### src/logic/board_cfg_pkg.sv
// Board setting types, settings register map and fan PWM constants
package board_cfg_pkg;

  // Boot mode as seen by the SoC
  typedef logic [1:0] boot_mode_t;

  // Fan duty in sixteenths of a PWM period
  typedef logic [3:0] fan_duty_t;

  typedef logic [3:0] reg_addr_t;

  // Software boot override, same layout as REG_BOOT_OVR
  typedef struct packed {
    logic       en;
    boot_mode_t mode;
  } boot_ovr_t;

  ////////////////////////////////////////
  // Register map
  ////////////////////////////////////////

  localparam reg_addr_t REG_FAN_DUTY = 4'd0;
  localparam reg_addr_t REG_BOOT_OVR = 4'd1;
  localparam reg_addr_t REG_BOOT_EFF = 4'd2;  // read only
  localparam reg_addr_t REG_SCRATCH  = 4'd3;

  // Fan PWM period in soc_clk cycles
  localparam int unsigned PwmSteps = 32'd16;

endpackage

### src/logic/host_link_pkg.sv
// Host link opcodes, status codes, command word views, decoded command and result
package host_link_pkg;

  typedef enum logic [3:0] {
    OP_NOP   = 4'h0,
    OP_WRITE = 4'h1,
    OP_READ  = 4'h2
  } opcode_t;

  typedef enum logic [1:0] {
    ST_OK       = 2'd0,
    ST_BAD_ADDR = 2'd1,
    ST_BAD_OP   = 2'd2
  } status_t;

  // Write view, tag in the low byte
  typedef struct packed {
    logic [3:0]               opcode;
    board_cfg_pkg::reg_addr_t addr;
    logic [15:0]              data;
    logic [7:0]               tag;
  } cmd_wr_t;

  // Read view, tag right below the address
  typedef struct packed {
    logic [3:0]               opcode;
    board_cfg_pkg::reg_addr_t addr;
    logic [7:0]               tag;
    logic [15:0]              pad;
  } cmd_rd_t;

  // Opcode and address share bits in both views
  typedef union packed {
    cmd_wr_t wr;
    cmd_rd_t rd;
  } cmd_word_u;

  typedef struct packed {
    opcode_t                  op;
    board_cfg_pkg::reg_addr_t addr;
    logic [7:0]               tag;
    logic [15:0]              data;
    logic                     illegal;
  } dec_cmd_t;

  typedef struct packed {
    status_t     status;
    logic [7:0]  tag;
    logic [15:0] data;
  } rsp_t;

endpackage

### src/logic/clock_reset_unit.sv
// Reset combining and synchronizer, test mode bypass and RTC clock divider
`timescale 1ns/1ps

module clock_reset_unit #(
  parameter int unsigned RtcDiv = 50
) (
  input  logic soc_clk,
  input  logic sys_rst_ni,
  input  logic sw_rst_i,
  input  logic test_mode_i,
  output logic rst_no,
  output logic rtc_o
);

  localparam int unsigned RtcHalf = RtcDiv / 2;
  localparam int unsigned CntW    = (RtcHalf > 1) ? $clog2(RtcHalf) : 1;

  ////////////////////////////////////////
  // Reset synchronizer
  ////////////////////////////////////////

  logic [1:0] sync_q;

  // Board reset asserts at once, software pulse clears on the edge
  always_ff @(posedge soc_clk or negedge sys_rst_ni) begin
    if (!sys_rst_ni) begin
      sync_q <= 2'b00;
    end else if (sw_rst_i) begin
      sync_q <= 2'b00;
    end else begin
      sync_q <= {sync_q[0], 1'b1};
    end
  end

  // Scan test drives the board pin straight through
  assign rst_no = test_mode_i ? sys_rst_ni : sync_q[1];

  ////////////////////////////////////////
  // RTC divider
  ////////////////////////////////////////

  logic [CntW-1:0] rtc_cnt_q;
  logic            rtc_q;

  // Toggle every half period
  always_ff @(posedge soc_clk or negedge rst_no) begin
    if (!rst_no) begin
      rtc_cnt_q <= '0;
      rtc_q     <= 1'b0;
    end else if (rtc_cnt_q == CntW'(RtcHalf - 1)) begin
      rtc_cnt_q <= '0;
      rtc_q     <= ~rtc_q;
    end else begin
      rtc_cnt_q <= rtc_cnt_q + CntW'(1);
    end
  end

  assign rtc_o = rtc_q;

  assert property (@(posedge soc_clk) (RtcDiv % 2 == 0) && (RtcDiv >= 2))
    else $error("clock_reset_unit: RtcDiv must be even and at least 2");

endmodule

### src/logic/cmd_decode.sv
// Command FIFO with credit return and decode of the command word views
`timescale 1ns/1ps

module cmd_decode #(
  parameter int unsigned CmdDepth = 4
) (
  input  logic                     soc_clk,
  input  logic                     rst_n,
  input  logic                     cmd_valid_i,
  input  host_link_pkg::cmd_word_u cmd_i,
  output logic                     cmd_credit_o,
  input  logic                     exe_ready_i,
  output logic                     dec_valid_o,
  output host_link_pkg::dec_cmd_t  dec_cmd_o
);

  localparam int unsigned PtrW = (CmdDepth > 1) ? $clog2(CmdDepth) : 1;
  localparam int unsigned CntW = $clog2(CmdDepth + 1);

  host_link_pkg::cmd_word_u mem_q [CmdDepth];
  host_link_pkg::cmd_word_u head;
  logic [PtrW-1:0]          wr_ptr_q;
  logic [PtrW-1:0]          rd_ptr_q;
  logic [CntW-1:0]          count_q;
  logic                     full;
  logic                     push;
  logic                     pop;

  ////////////////////////////////////////
  // Command FIFO
  ////////////////////////////////////////

  assign full = (count_q == CntW'(CmdDepth));
  assign push = cmd_valid_i && !full;
  assign pop  = (count_q != '0) && exe_ready_i;

  always_ff @(posedge soc_clk) begin
    if (push) begin
      mem_q[wr_ptr_q] <= cmd_i;
    end
  end

  always_ff @(posedge soc_clk or negedge rst_n) begin
    if (!rst_n) begin
      wr_ptr_q <= '0;
      rd_ptr_q <= '0;
      count_q  <= '0;
    end else begin
      if (push) begin
        wr_ptr_q <= (wr_ptr_q == PtrW'(CmdDepth - 1)) ? '0 : wr_ptr_q + PtrW'(1);
      end
      if (pop) begin
        rd_ptr_q <= (rd_ptr_q == PtrW'(CmdDepth - 1)) ? '0 : rd_ptr_q + PtrW'(1);
      end
      count_q <= count_q + CntW'(push) - CntW'(pop);
    end
  end

  // Each pop frees one slot and hands the host one credit
  assign cmd_credit_o = pop;
  assign dec_valid_o  = pop;

  ////////////////////////////////////////
  // Decode
  ////////////////////////////////////////

  assign head = mem_q[rd_ptr_q];

  always_comb begin
    dec_cmd_o    = '0;
    dec_cmd_o.op = host_link_pkg::opcode_t'(head.wr.opcode);
    case (head.wr.opcode)
      host_link_pkg::OP_WRITE: begin
        dec_cmd_o.addr = head.wr.addr;
        dec_cmd_o.tag  = head.wr.tag;
        dec_cmd_o.data = head.wr.data;
      end
      host_link_pkg::OP_READ, host_link_pkg::OP_NOP: begin
        dec_cmd_o.addr = head.rd.addr;
        dec_cmd_o.tag  = head.rd.tag;
      end
      default: begin
        // Unknown opcode, keep the tag for the error result
        dec_cmd_o.tag     = head.rd.tag;
        dec_cmd_o.illegal = 1'b1;
      end
    endcase
  end

  // Host must hold a credit for every command it sends
  assert property (@(posedge soc_clk) disable iff (!rst_n) cmd_valid_i |-> !full)
    else $error("cmd_decode: command arrived with the FIFO full");

endmodule

### src/logic/cmd_execute.sv
// Settings registers, command execution, result register and boot mode select
`timescale 1ns/1ps

module cmd_execute (
  input  logic                      soc_clk,
  input  logic                      rst_n,
  input  logic                      dec_valid_i,
  input  host_link_pkg::dec_cmd_t   dec_cmd_i,
  output logic                      exe_ready_o,
  input  logic                      res_space_i,
  output logic                      res_valid_o,
  output host_link_pkg::rsp_t       res_o,
  input  board_cfg_pkg::boot_mode_t boot_mode_i,
  output board_cfg_pkg::fan_duty_t  fan_duty_o,
  output logic                      sw_rst_o,
  output board_cfg_pkg::boot_mode_t boot_mode_o
);

  // Scratch value that requests a soft reset
  localparam logic [15:0] SwRstKey = 16'hdead;

  board_cfg_pkg::fan_duty_t duty_q;
  board_cfg_pkg::boot_ovr_t ovr_q;
  logic [15:0]              scratch_q;
  host_link_pkg::rsp_t      res_d;
  host_link_pkg::rsp_t      res_q;
  logic                     res_valid_q;
  logic                     sw_rst_q;
  logic                     wr_duty;
  logic                     wr_ovr;
  logic                     wr_scratch;

  assign exe_ready_o = res_space_i;
  assign boot_mode_o = ovr_q.en ? ovr_q.mode : boot_mode_i;

  ////////////////////////////////////////
  // Execute
  ////////////////////////////////////////

  always_comb begin
    res_d        = '0;
    res_d.tag    = dec_cmd_i.tag;
    res_d.status = host_link_pkg::ST_OK;
    wr_duty      = 1'b0;
    wr_ovr       = 1'b0;
    wr_scratch   = 1'b0;
    if (dec_cmd_i.illegal) begin
      res_d.status = host_link_pkg::ST_BAD_OP;
    end else if (dec_cmd_i.op == host_link_pkg::OP_WRITE) begin
      res_d.data = dec_cmd_i.data;
      case (dec_cmd_i.addr)
        board_cfg_pkg::REG_FAN_DUTY: wr_duty    = dec_valid_i;
        board_cfg_pkg::REG_BOOT_OVR: wr_ovr     = dec_valid_i;
        board_cfg_pkg::REG_SCRATCH:  wr_scratch = dec_valid_i;
        default: begin
          res_d.status = host_link_pkg::ST_BAD_ADDR;
          res_d.data   = '0;
        end
      endcase
    end else if (dec_cmd_i.op == host_link_pkg::OP_READ) begin
      case (dec_cmd_i.addr)
        board_cfg_pkg::REG_FAN_DUTY: res_d.data = {12'b0, duty_q};
        board_cfg_pkg::REG_BOOT_OVR: res_d.data = {13'b0, ovr_q};
        board_cfg_pkg::REG_BOOT_EFF: res_d.data = {14'b0, boot_mode_o};
        board_cfg_pkg::REG_SCRATCH:  res_d.data = scratch_q;
        default:                     res_d.status = host_link_pkg::ST_BAD_ADDR;
      endcase
    end
  end

  always_ff @(posedge soc_clk or negedge rst_n) begin
    if (!rst_n) begin
      duty_q      <= '0;
      ovr_q       <= '0;
      scratch_q   <= '0;
      res_valid_q <= 1'b0;
      sw_rst_q    <= 1'b0;
    end else begin
      if (wr_duty) begin
        duty_q <= dec_cmd_i.data[3:0];
      end
      if (wr_ovr) begin
        ovr_q <= dec_cmd_i.data[2:0];
      end
      if (wr_scratch) begin
        scratch_q <= dec_cmd_i.data;
      end
      res_valid_q <= dec_valid_i;
      sw_rst_q    <= wr_scratch && (dec_cmd_i.data == SwRstKey);
    end
  end

  always_ff @(posedge soc_clk) begin
    if (dec_valid_i) begin
      res_q <= res_d;
    end
  end

  assign res_valid_o = res_valid_q;
  assign res_o       = res_q;
  assign fan_duty_o  = duty_q;
  assign sw_rst_o    = sw_rst_q;

  // Decode only hands over a command when the result FIFO had room
  assert property (@(posedge soc_clk) disable iff (!rst_n) res_valid_o |-> $past(res_space_i))
    else $error("cmd_execute: result issued without result FIFO space");

endmodule

### src/logic/cmd_result.sv
// Result FIFO, response credit counter and registered response output
`timescale 1ns/1ps

module cmd_result #(
  parameter int unsigned RspDepth = 4
) (
  input  logic                soc_clk,
  input  logic                rst_n,
  input  logic                res_valid_i,
  input  host_link_pkg::rsp_t res_i,
  output logic                res_space_o,
  input  logic                rsp_credit_i,
  output logic                rsp_valid_o,
  output host_link_pkg::rsp_t rsp_o
);

  localparam int unsigned PtrW = (RspDepth > 1) ? $clog2(RspDepth) : 1;
  localparam int unsigned CntW = $clog2(RspDepth + 1);

  host_link_pkg::rsp_t mem_q [RspDepth];
  host_link_pkg::rsp_t rsp_q;
  logic [PtrW-1:0]     wr_ptr_q;
  logic [PtrW-1:0]     rd_ptr_q;
  logic [CntW-1:0]     count_q;
  logic [CntW-1:0]     credit_q;
  logic                rsp_valid_q;
  logic                full;
  logic                push;
  logic                send;

  assign full = (count_q == CntW'(RspDepth));
  assign push = res_valid_i && !full;
  // Head leaves only against a host credit
  assign send = (count_q != '0) && (credit_q != '0);

  // One slot for the result in the execute register, one for the next command
  assign res_space_o = (CntW'(RspDepth) - count_q) >= CntW'(2);

  always_ff @(posedge soc_clk) begin
    if (push) begin
      mem_q[wr_ptr_q] <= res_i;
    end
    if (send) begin
      rsp_q <= mem_q[rd_ptr_q];
    end
  end

  always_ff @(posedge soc_clk or negedge rst_n) begin
    if (!rst_n) begin
      wr_ptr_q    <= '0;
      rd_ptr_q    <= '0;
      count_q     <= '0;
      credit_q    <= '0;
      rsp_valid_q <= 1'b0;
    end else begin
      if (push) begin
        wr_ptr_q <= (wr_ptr_q == PtrW'(RspDepth - 1)) ? '0 : wr_ptr_q + PtrW'(1);
      end
      if (send) begin
        rd_ptr_q <= (rd_ptr_q == PtrW'(RspDepth - 1)) ? '0 : rd_ptr_q + PtrW'(1);
      end
      count_q     <= count_q + CntW'(push) - CntW'(send);
      credit_q    <= credit_q + CntW'(rsp_credit_i) - CntW'(send);
      rsp_valid_q <= send;
    end
  end

  assign rsp_valid_o = rsp_valid_q;
  assign rsp_o       = rsp_q;

  // Host never grants more than the FIFO can hold
  assert property (@(posedge soc_clk) disable iff (!rst_n) credit_q <= CntW'(RspDepth))
    else $error("cmd_result: response credits exceed RspDepth");

  assert property (@(posedge soc_clk) disable iff (!rst_n) res_valid_i |-> !full)
    else $error("cmd_result: result arrived with the FIFO full");

endmodule

### src/logic/fan_pwm_gen.sv
// Sixteen-step fan PWM with duty latched at the period start
`timescale 1ns/1ps

module fan_pwm_gen (
  input  logic                     soc_clk,
  input  logic                     rst_n,
  input  board_cfg_pkg::fan_duty_t duty_i,
  output logic                     fan_pwm_o
);

  localparam logic [3:0] LastPhase = 4'(board_cfg_pkg::PwmSteps - 1);

  logic [3:0]               phase_q;
  logic [3:0]               phase_d;
  board_cfg_pkg::fan_duty_t duty_q;
  board_cfg_pkg::fan_duty_t duty_d;
  logic                     pwm_q;

  // Duty only changes when the next phase is zero
  always_comb begin
    phase_d = (phase_q == LastPhase) ? 4'd0 : phase_q + 4'd1;
    duty_d  = (phase_d == 4'd0) ? duty_i : duty_q;
  end

  always_ff @(posedge soc_clk or negedge rst_n) begin
    if (!rst_n) begin
      phase_q <= '0;
      duty_q  <= '0;
      pwm_q   <= 1'b0;
    end else begin
      phase_q <= phase_d;
      duty_q  <= duty_d;
      pwm_q   <= (phase_d < duty_d);
    end
  end

  assign fan_pwm_o = pwm_q;

endmodule

### src/logic/board_ctrl_top.sv
// Board control top level with reset, command pipeline and fan PWM instances
`timescale 1ns/1ps

module board_ctrl_top #(
  parameter int unsigned CmdDepth = 4,
  parameter int unsigned RspDepth = 4,
  parameter int unsigned RtcDiv   = 50
) (
  input  logic                      soc_clk,
  input  logic                      sys_rst_ni,
  input  logic                      test_mode_i,
  input  board_cfg_pkg::boot_mode_t boot_mode_i,
  input  logic                      cmd_valid_i,
  input  host_link_pkg::cmd_word_u  cmd_i,
  output logic                      cmd_credit_o,
  input  logic                      rsp_credit_i,
  output logic                      rsp_valid_o,
  output host_link_pkg::rsp_t       rsp_o,
  output board_cfg_pkg::boot_mode_t boot_mode_o,
  output logic                      rtc_o,
  output logic                      fan_pwm_o
);

  logic                     rst_n;
  logic                     sw_rst;
  logic                     exe_ready;
  logic                     dec_valid;
  logic                     res_space;
  logic                     res_valid;
  host_link_pkg::dec_cmd_t  dec_cmd;
  host_link_pkg::rsp_t      res;
  board_cfg_pkg::fan_duty_t fan_duty;

  ////////////////////////////////////////
  // Clock and reset
  ////////////////////////////////////////

  clock_reset_unit #(
    .RtcDiv ( RtcDiv )
  ) i_clock_reset_unit (
    .soc_clk     ( soc_clk     ),
    .sys_rst_ni  ( sys_rst_ni  ),
    .sw_rst_i    ( sw_rst      ),
    .test_mode_i ( test_mode_i ),
    .rst_no      ( rst_n       ),
    .rtc_o       ( rtc_o       )
  );

  ////////////////////////////////////////
  // Command pipeline
  ////////////////////////////////////////

  cmd_decode #(
    .CmdDepth ( CmdDepth )
  ) i_cmd_decode (
    .soc_clk      ( soc_clk      ),
    .rst_n        ( rst_n        ),
    .cmd_valid_i  ( cmd_valid_i  ),
    .cmd_i        ( cmd_i        ),
    .cmd_credit_o ( cmd_credit_o ),
    .exe_ready_i  ( exe_ready    ),
    .dec_valid_o  ( dec_valid    ),
    .dec_cmd_o    ( dec_cmd      )
  );

  cmd_execute i_cmd_execute (
    .soc_clk     ( soc_clk     ),
    .rst_n       ( rst_n       ),
    .dec_valid_i ( dec_valid   ),
    .dec_cmd_i   ( dec_cmd     ),
    .exe_ready_o ( exe_ready   ),
    .res_space_i ( res_space   ),
    .res_valid_o ( res_valid   ),
    .res_o       ( res         ),
    .boot_mode_i ( boot_mode_i ),
    .fan_duty_o  ( fan_duty    ),
    .sw_rst_o    ( sw_rst      ),
    .boot_mode_o ( boot_mode_o )
  );

  cmd_result #(
    .RspDepth ( RspDepth )
  ) i_cmd_result (
    .soc_clk      ( soc_clk      ),
    .rst_n        ( rst_n        ),
    .res_valid_i  ( res_valid    ),
    .res_i        ( res          ),
    .res_space_o  ( res_space    ),
    .rsp_credit_i ( rsp_credit_i ),
    .rsp_valid_o  ( rsp_valid_o  ),
    .rsp_o        ( rsp_o        )
  );

  // Fan
  fan_pwm_gen i_fan_pwm_gen (
    .soc_clk   ( soc_clk   ),
    .rst_n     ( rst_n     ),
    .duty_i    ( fan_duty  ),
    .fan_pwm_o ( fan_pwm_o )
  );

endmodule

### config.mk
export PLATFORM = sky130hd
export DESIGN_NAME = board_ctrl_top
export DESIGN_NICKNAME = d
export VERILOG_FILES = /design/src/logic/board_cfg_pkg.sv /design/src/logic/host_link_pkg.sv /design/src/logic/clock_reset_unit.sv /design/src/logic/cmd_decode.sv /design/src/logic/cmd_execute.sv /design/src/logic/cmd_result.sv /design/src/logic/fan_pwm_gen.sv /design/src/logic/board_ctrl_top.sv
export SDC_FILE = /design/constraint.sdc
export NUM_CORES = 1
export LEC_CHECK = 0
export BUFFER_PORTS_ARGS = -buffer_cell sky130_fd_sc_hd__buf_2
export CORE_UTILIZATION = 65
export CTS_CLUSTER_SIZE = 12
export DETAILED_ROUTE_END_ITERATION = 8
export PLACE_DENSITY = 0.84
export REMOVE_ABC_BUFFERS = 1
export SLEW_MARGIN = 20
export SYNTH_ARGS = -nofsm -noshare
export SYNTH_HDL_FRONTEND = slang
export SYNTH_SLANG_ARGS = --single-unit
### constraint.sdc
create_clock -name soc_clk -period 6.37 [get_ports soc_clk]
set_clock_uncertainty 0.15 [all_clocks]
set_input_delay 1.274 -clock soc_clk [delete_from_list [all_inputs] [get_ports soc_clk]]
set_output_delay 1.274 -clock soc_clk [all_outputs]
set_load 0.02 [all_outputs]
# --- Yosys cells after proc, flatten, opt, wreduce, memory -nomap -nowiden ---
# Memories as Yosys holds them, arrays and structs flattened. A register that Yosys moved wholly into a read port is not among the register bits.
# Cells that the tools add are included.
op_classes:
  n_mux: 34
  eq_ne: 14
  magnitude_cmp: 2
  mul: 0
  reduce_logical: 16
  shift: 0
  n_addsub: 13
  div_mod_pow: 0
  n_bitwise: 1
op_table:
  columns: ["op", "n"]
  rows:
  - ["16-bit 2-to-1 mux", 4]
  - ["16-bit case mux with 4 select lines", 1]
  - ["16-bit == test, second input constant", 1]
  - ["1-bit 2-to-1 mux", 16]
  - ["2-bit 2-to-1 mux", 8]
  - ["4-bit by 2-bit == test with 1-bit output, second input constant", 3]
  - ["4-bit logical NOT", 3]
  - ["4-bit 2-to-1 mux", 3]
  - ["3-bit by 1-bit adder with 3-bit output", 3]
  - ["3-bit nonzero test", 3]
  - ["3-bit by 1-bit subtractor with 3-bit output", 3]
  - ["2-bit by 1-bit adder with 2-bit output, second input constant", 4]
  - ["2-bit == test, second input constant", 4]
  - ["4-bit by 1-bit == test with 1-bit output, second input constant", 2]
  - ["8-bit 2-to-1 mux", 1]
  - ["3-bit == test, second input constant", 2]
  - ["3-bit OR reduction", 2]
  - ["5-bit by 1-bit adder with 5-bit output, second input constant", 1]
  - ["5-bit == test, second input constant", 1]
  - ["1-bit logical AND", 5]
  - ["5-bit 2-to-1 mux", 1]
  - ["4-bit by 1-bit adder with 4-bit output, second input constant", 1]
  - ["4-bit == test, second input constant", 1]
  - ["4-bit less-than comparator", 1]
  - ["other kinds (5)", 6]
word_totals:
  ff_bits: 86
  elab_cells: 105
  input_bits: 39
  out_inout_bits: 32
  ram_bits: 232
  memories: 2
  latch_bits: 0
  romBits: 0
mem_list:
  columns: ["memory", "depth", "width", "rd", "rd_ports_with_merged_regs", "write_ports", "line", "text"]
  rows:
  - ["i_cmd_decode.mem_q", 4, 32, 1, 0, 1, "cmd_decode.sv:20", "host_link_pkg::cmd_word_u mem_q [CmdDepth];"]
  - ["i_cmd_result.mem_q", 4, 26, 1, 1, 1, "cmd_result.sv:20", "host_link_pkg::rsp_t mem_q [RspDepth];"]

# --- Depth between registers and ports, before layout ---
# An unclocked memory read counts as a cell.
logic_depth:
  ltp_word: 9
  ltp_mapped: 13
  depth_no_buf: 13

# --- Cells and area by module ---
# From an unflattened synthesis, not the netlist that was laid out.
hier_totals:
  cells_unflattened: 660
  hier_area_um2: 13529.2
by_module_without_submodules:
  columns: ["module", "cells_each", "n_inst", "seq_area_each_um2", "area_each_um2"]
  rows:
  - ["cmd_decode", 238, 1, 4018.9, 5311.3]
  - ["cmd_result", 220, 1, 4179.0, 5226.3]
  - ["cmd_execute", 137, 1, 1406.3, 2207.1]
  - ["fan_pwm_gen", 33, 1, 225.2, 424.2]
  - ["clock_reset_unit", 32, 1, 200.2, 360.3]

# --- Least setup slack after synthesis ---
# No wires, ideal clock.
synth_timing:
  path_kind: "register -> register"
  from: "register i_cmd_result.count_q[1]"
  to: "register i_cmd_result.count_q[2]"
  setup_ns: 0.123
  path_slack_ns: 2.708
  required_ns: 6.097
  synth_period_minus_slack_ns: 3.662
  t_arrival_ns: 3.389
  path_stages_with_launch: 12
  path_buffers: 0
  path_cell_list: "dfrtp_1 > inv_1 > ha_1 > ha_1 > nor2_1 > ha_1 > inv_1 > ha_1 > inv_1 > fa_1 > xnor2_1 > xnor2_1"
synth_via:
  elab_cells_between_ends: 7
  classes_between: "2 x add/sub; 1 x eq/ne; 4 x reduce/logical"
synth_rtl:
  columns: ["item", "line", "text"]
  rows:
  - ["start, declared", "cmd_result.sv:24", "logic [CntW-1:0] count_q;"]
  - ["start signal, assigned", "cmd_result.sv:62", "count_q <= count_q + CntW'(push) - CntW'(send);"]
  - ["3-bit nonzero test", "cmd_result.sv:34", "assign send = (count_q != '0) && (credit_q != '0);"]
  - ["1-bit logical AND", "cmd_result.sv:34", null]
  - ["via i_cmd_result.send", "cmd_result.sv:29", "logic send;"]
  - ["3-bit by 1-bit subtractor with 3-bit output", "cmd_result.sv:62", null]
# The timed path passes the listed nets, and every way through them passes these cells.
# A chain may end at the register's enable or synchronous reset.

# --- Worst setup path after layout ---
layout_timing:
  from: "register i_cmd_result.count_q[1]"
  to: "output cmd_credit_o"
layout_via:
  elab_chain_len: 3
layout_lines:
  columns: ["item", "line", "text"]
  rows:
  - ["3-bit subtractor", "cmd_result.sv:37", "assign res_space_o = (CntW'(RspDepth) - count_q) >= CntW'(2);"]
  - ["3-bit by 2-bit greater-or-equal comparator with 1-bit output", "cmd_result.sv:37", null]
  - ["1-bit logical AND", "cmd_decode.sv:35", "assign pop = (count_q != '0) && exe_ready_i;"]
  - ["end, declared", "board_ctrl_top.sv:15", "output logic cmd_credit_o,"]
# Every way passes these cells.

==> impl_metrics.json <==
{
  "status": "complete, no violations",
  "grt.total_usage": 0.226,
  "dp.cells": 989,
  "leakagePower_nw": 5.52,
  "fin_cells": 1050,
  "area_growth_pct": 13.0,
  "via_per_inst": 5.98,
  "finalSetupTns_ns": 0,
  "dieArea_sq_um": 21100,
  "die_h_um": 145,
  "synth-edff-count": 284,
  "setup_ws_ns": 2.46,
  "yosysSeqAreaShare": 0.751,
  "place_area_sq_um": 14000,
  "cap_violations": 0,
  "final-hold-violation-count": 0,
  "slew_headroom": 0.351,
  "fill_cells": 1108,
  "ant_nets": 0,
  "fin_nets": 826,
  "remaining_drc_errors": 0,
  "n_antenna_cell": 0,
  "crit_path_start_kind": "flop",
  "synth_ff_type": "edfxtp_1",
  "worstHoldPathType": "reg2reg",
  "stdcell_area_sq_um": 15100,
  "core_area_sq_um": 20200,
  "place_ws_ns": 2.48,
  "setup_viol": 0,
  "drv_slew": 0,
  "first_pass_iters": 5,
  "ys_warn_count": 0,
  "grt_max_degree": 59,
  "io_buffers": 70,
  "cp.required_ns": 4.95,
  "placementRows": 52,
  "drt_first_iter_violations": 432,
  "finalCritPeriodShare": 0.614,
  "grt_pass1_wl_mm": 35.9,
  "grt_setup_unrepaired": "no",
  "numClockSinks": 344,
  "fmax_mhz": 256,
  "grt_antenna_before_repair": 0,
  "hold_buffers": 0,
  "worstSkewPairLatency_ns": 0.52,
  "overflow": 0,
  "cts.clk_slew.worst_paths_ns": 0.06,
  "cp_max_fo": 32,
  "power_density_nw_per_um2": 515,
  "endpoint_kind": "output port",
  "tightestPinTransition_ns": 0.974,
  "synth_seq_cells": 344,
  "io_pins": 71,
  "cts-root-buf": "clkbuf_16",
  "vias": 6282,
  "syn_area_sq_um": 13400,
  "final_layout_size_suffix_gt1_frac": 0.291,
  "syn_area_per_cell_sq_um": 20.4,
  "wl_per_cell_um": 21.5,
  "cts_tree": "done",
  "die_w_um": 145,
  "numCtsBuffers": 36,
  "min_period_ns": 3.91,
  "synth_cells": 655,
  "arrival_ns": 2.49,
  "grt_pass1_vias": 6694,
  "crit_type": "reg2out",
  "wl_mm": 22.6,
  "ir_worst_vdd_mv": 0.322,
  "dp_hpwl_mm": 13.8,
  "synth_cell_types": 52,
  "place.gp.congestion": 0.807,
  "start_util": 0.662,
  "cts_resized": 0,
  "htree_levels": 2,
  "clock_path_buffers": 3,
  "post_cts_buffers": 0,
  "async_flop_share": 0.174
}
==> metrics by stage <==
stage          utilization  power, mW  hold slack, ns
2_1_floorplan            -       5.20           0.245
3_3_place_gp         0.696       5.75           0.299
3_5_place_dp         0.696       5.92           0.321
4_1_cts              0.748       7.84           0.329
5_1_grt              0.749       8.13           0.337
6_report             0.749       7.77           0.305
==> power by group <==
part	switching [mW]	internal, mW	total [mW]
logic	1.21	0.900	2.11
clock network	0.778	1.10	1.88
registers	0.366	3.42	3.79
total	2.36	5.42	7.77
==> area by class of cell <==
type	count	area, sq um	area share
multi-input cells	262	3110	0.206
repair buffers	85	463	0.0307
clock buffers	58	1030	0.0680
clock inverters	2	15.0	0.000995
flip-flops and latches	344	10000	0.665
well taps	270	338	0.0224
inverters	29	114	0.00754
==> layer usage <==
layer  global-route usage  part of all wire  vias up
li1                     -                 -     2796
met1                0.293              0.41     3202
met2                0.380              0.50      220
met3               0.0458             0.054       64
met4               0.0926             0.032        0
met5                    0                 0        -
==> placed cells by master (no fill, tap or decap), drive strengths merged, types with 3 or more instances in the layout <==
master  Yosys  final
dfrtp      60     60
mux2i       6      6
a22o       15     15
xnor2       7      7
mux2       37     37
or2         9      9
clkbuf      9     58
nand2      16     16
nor2b       7      7
and2       11     11
nor2       19     19
nor4        4      4
buf        11     85
o21ai       9      9
edfxtp    284    284
xor2        3      3
fa          3      3
inv        29     30
mux4       59     59
ha         26     26
==> Yosys cell counts, types with 2 or more instances <==
| cell type | number | area (sq um) |
|---|---|---|
| mux2_4 | 9 | 135 |
| dfrtp_1 | 60 | 1500 |
| nand4b_1 | 2 | 17.5 |
| a22o_1 | 15 | 131 |
| mux4_1 | 10 | 263 |
| o21ai_0 | 9 | 45.0 |
| nor3_1 | 2 | 10.0 |
| or2_2 | 8 | 50.1 |
| o211ai_1 | 2 | 15.0 |
| mux2i_1 | 6 | 60.1 |
| buf_2 | 5 | 25.0 |
| nor2b_1 | 7 | 43.8 |
| nand2b_1 | 2 | 12.5 |
| and2_1 | 11 | 68.8 |
| clkbuf_1 | 9 | 33.8 |
| inv_1 | 28 | 105 |
| buf_6 | 2 | 22.5 |
| ha_1 | 26 | 325 |
| xor2_1 | 3 | 26.3 |
| a21oi_1 | 2 | 10.0 |
| nand3_1 | 2 | 10.0 |
| nand2_1 | 16 | 60.1 |
| buf_1 | 2 | 7.51 |
| nor4_1 | 2 | 12.5 |
| xnor2_1 | 7 | 61.3 |
| o31ai_1 | 2 | 15.0 |
| a31o_2 | 2 | 17.5 |
| fa_1 | 3 | 60.1 |
| mux2_2 | 27 | 304 |
| a32o_1 | 2 | 20.0 |
| nor2_1 | 19 | 71.3 |
| nand4_1 | 2 | 12.5 |
| edfxtp_1 | 284 | 8530 |
| mux4_2 | 49 | 1100 |
==> critical path: stages (launching register included) <==
cell     delay (ns)
dfrtp_1        0.44
inv_1          0.07
ha_1           0.21
ha_1           0.28
nand2_1        0.09
o31ai_2        0.17
inv_1          0.10
buf_4          0.37
buf_2          0.25
==> final timing paths <==
kind / slack (ns) / end / start / cells past startpoint
max: 2.46 / cmd_credit_o / i_cmd_result.count_q[1] / 8
min: 0.31 / i_clock_reset_unit.sync_q[0] / i_cmd_execute.sw_rst_o / 1
max reg2reg: 2.62 / i_cmd_execute.scratch_q[15] / i_cmd_decode.rd_ptr_q[1] / 6
min reg2reg: 0.31 / i_clock_reset_unit.sync_q[0] / i_cmd_execute.sw_rst_o / 1
max in group asynchronous: 4.54 / i_cmd_decode.rd_ptr_q[1] / test_mode_i / 3
min in group asynchronous: 0.39 / i_cmd_decode.count_q[0] / i_clock_reset_unit.sync_q[1] / 2
==> sequential cells by signal, indices dropped and copies added, names as in the netlist <==
name,count
i_cmd_result.count_q,3
i_cmd_execute.scratch_q,16
i_cmd_result.rd_ptr_q,2
i_fan_pwm_gen.duty_q,4
i_clock_reset_unit.rtc_cnt_q,5
i_cmd_execute.res_o,26
i_cmd_result.credit_q,3
i_cmd_decode.rd_ptr_q,2
i_cmd_decode.wr_ptr_q,2
i_cmd_execute.ovr_q,3
i_clock_reset_unit.sync_q,2
i_fan_pwm_gen.fan_pwm_o,1
i_clock_reset_unit.rtc_o,1
i_cmd_decode.count_q,3
i_cmd_execute.fan_duty_o,4
i_cmd_decode.mem_q,128
i_cmd_execute.res_valid_o,1
i_cmd_result.wr_ptr_q,2
i_fan_pwm_gen.phase_q,4
i_cmd_result.rsp_o,26
i_cmd_result.mem_q,104
i_cmd_result.rsp_valid_o,1
i_cmd_execute.sw_rst_o,1
==> kinds of logic after synthesis <==
| logic type | Yosys count | synth area share |
|---|---|---|
| AOI/OAI and AO/OA | 41 | 0.0230 |
| adders and majority gates | 29 | 0.0289 |
| muxes | 102 | 0.141 |
| DFF | 344 | 0.751 |
| and+or+nand+nor | 80 | 0.0332 |
| buffers and inverters | 49 | 0.0169 |
| xor gates and xnor gates | 10 | 0.00656 |
Note: power is estimated with default switching activity, not from simulation.
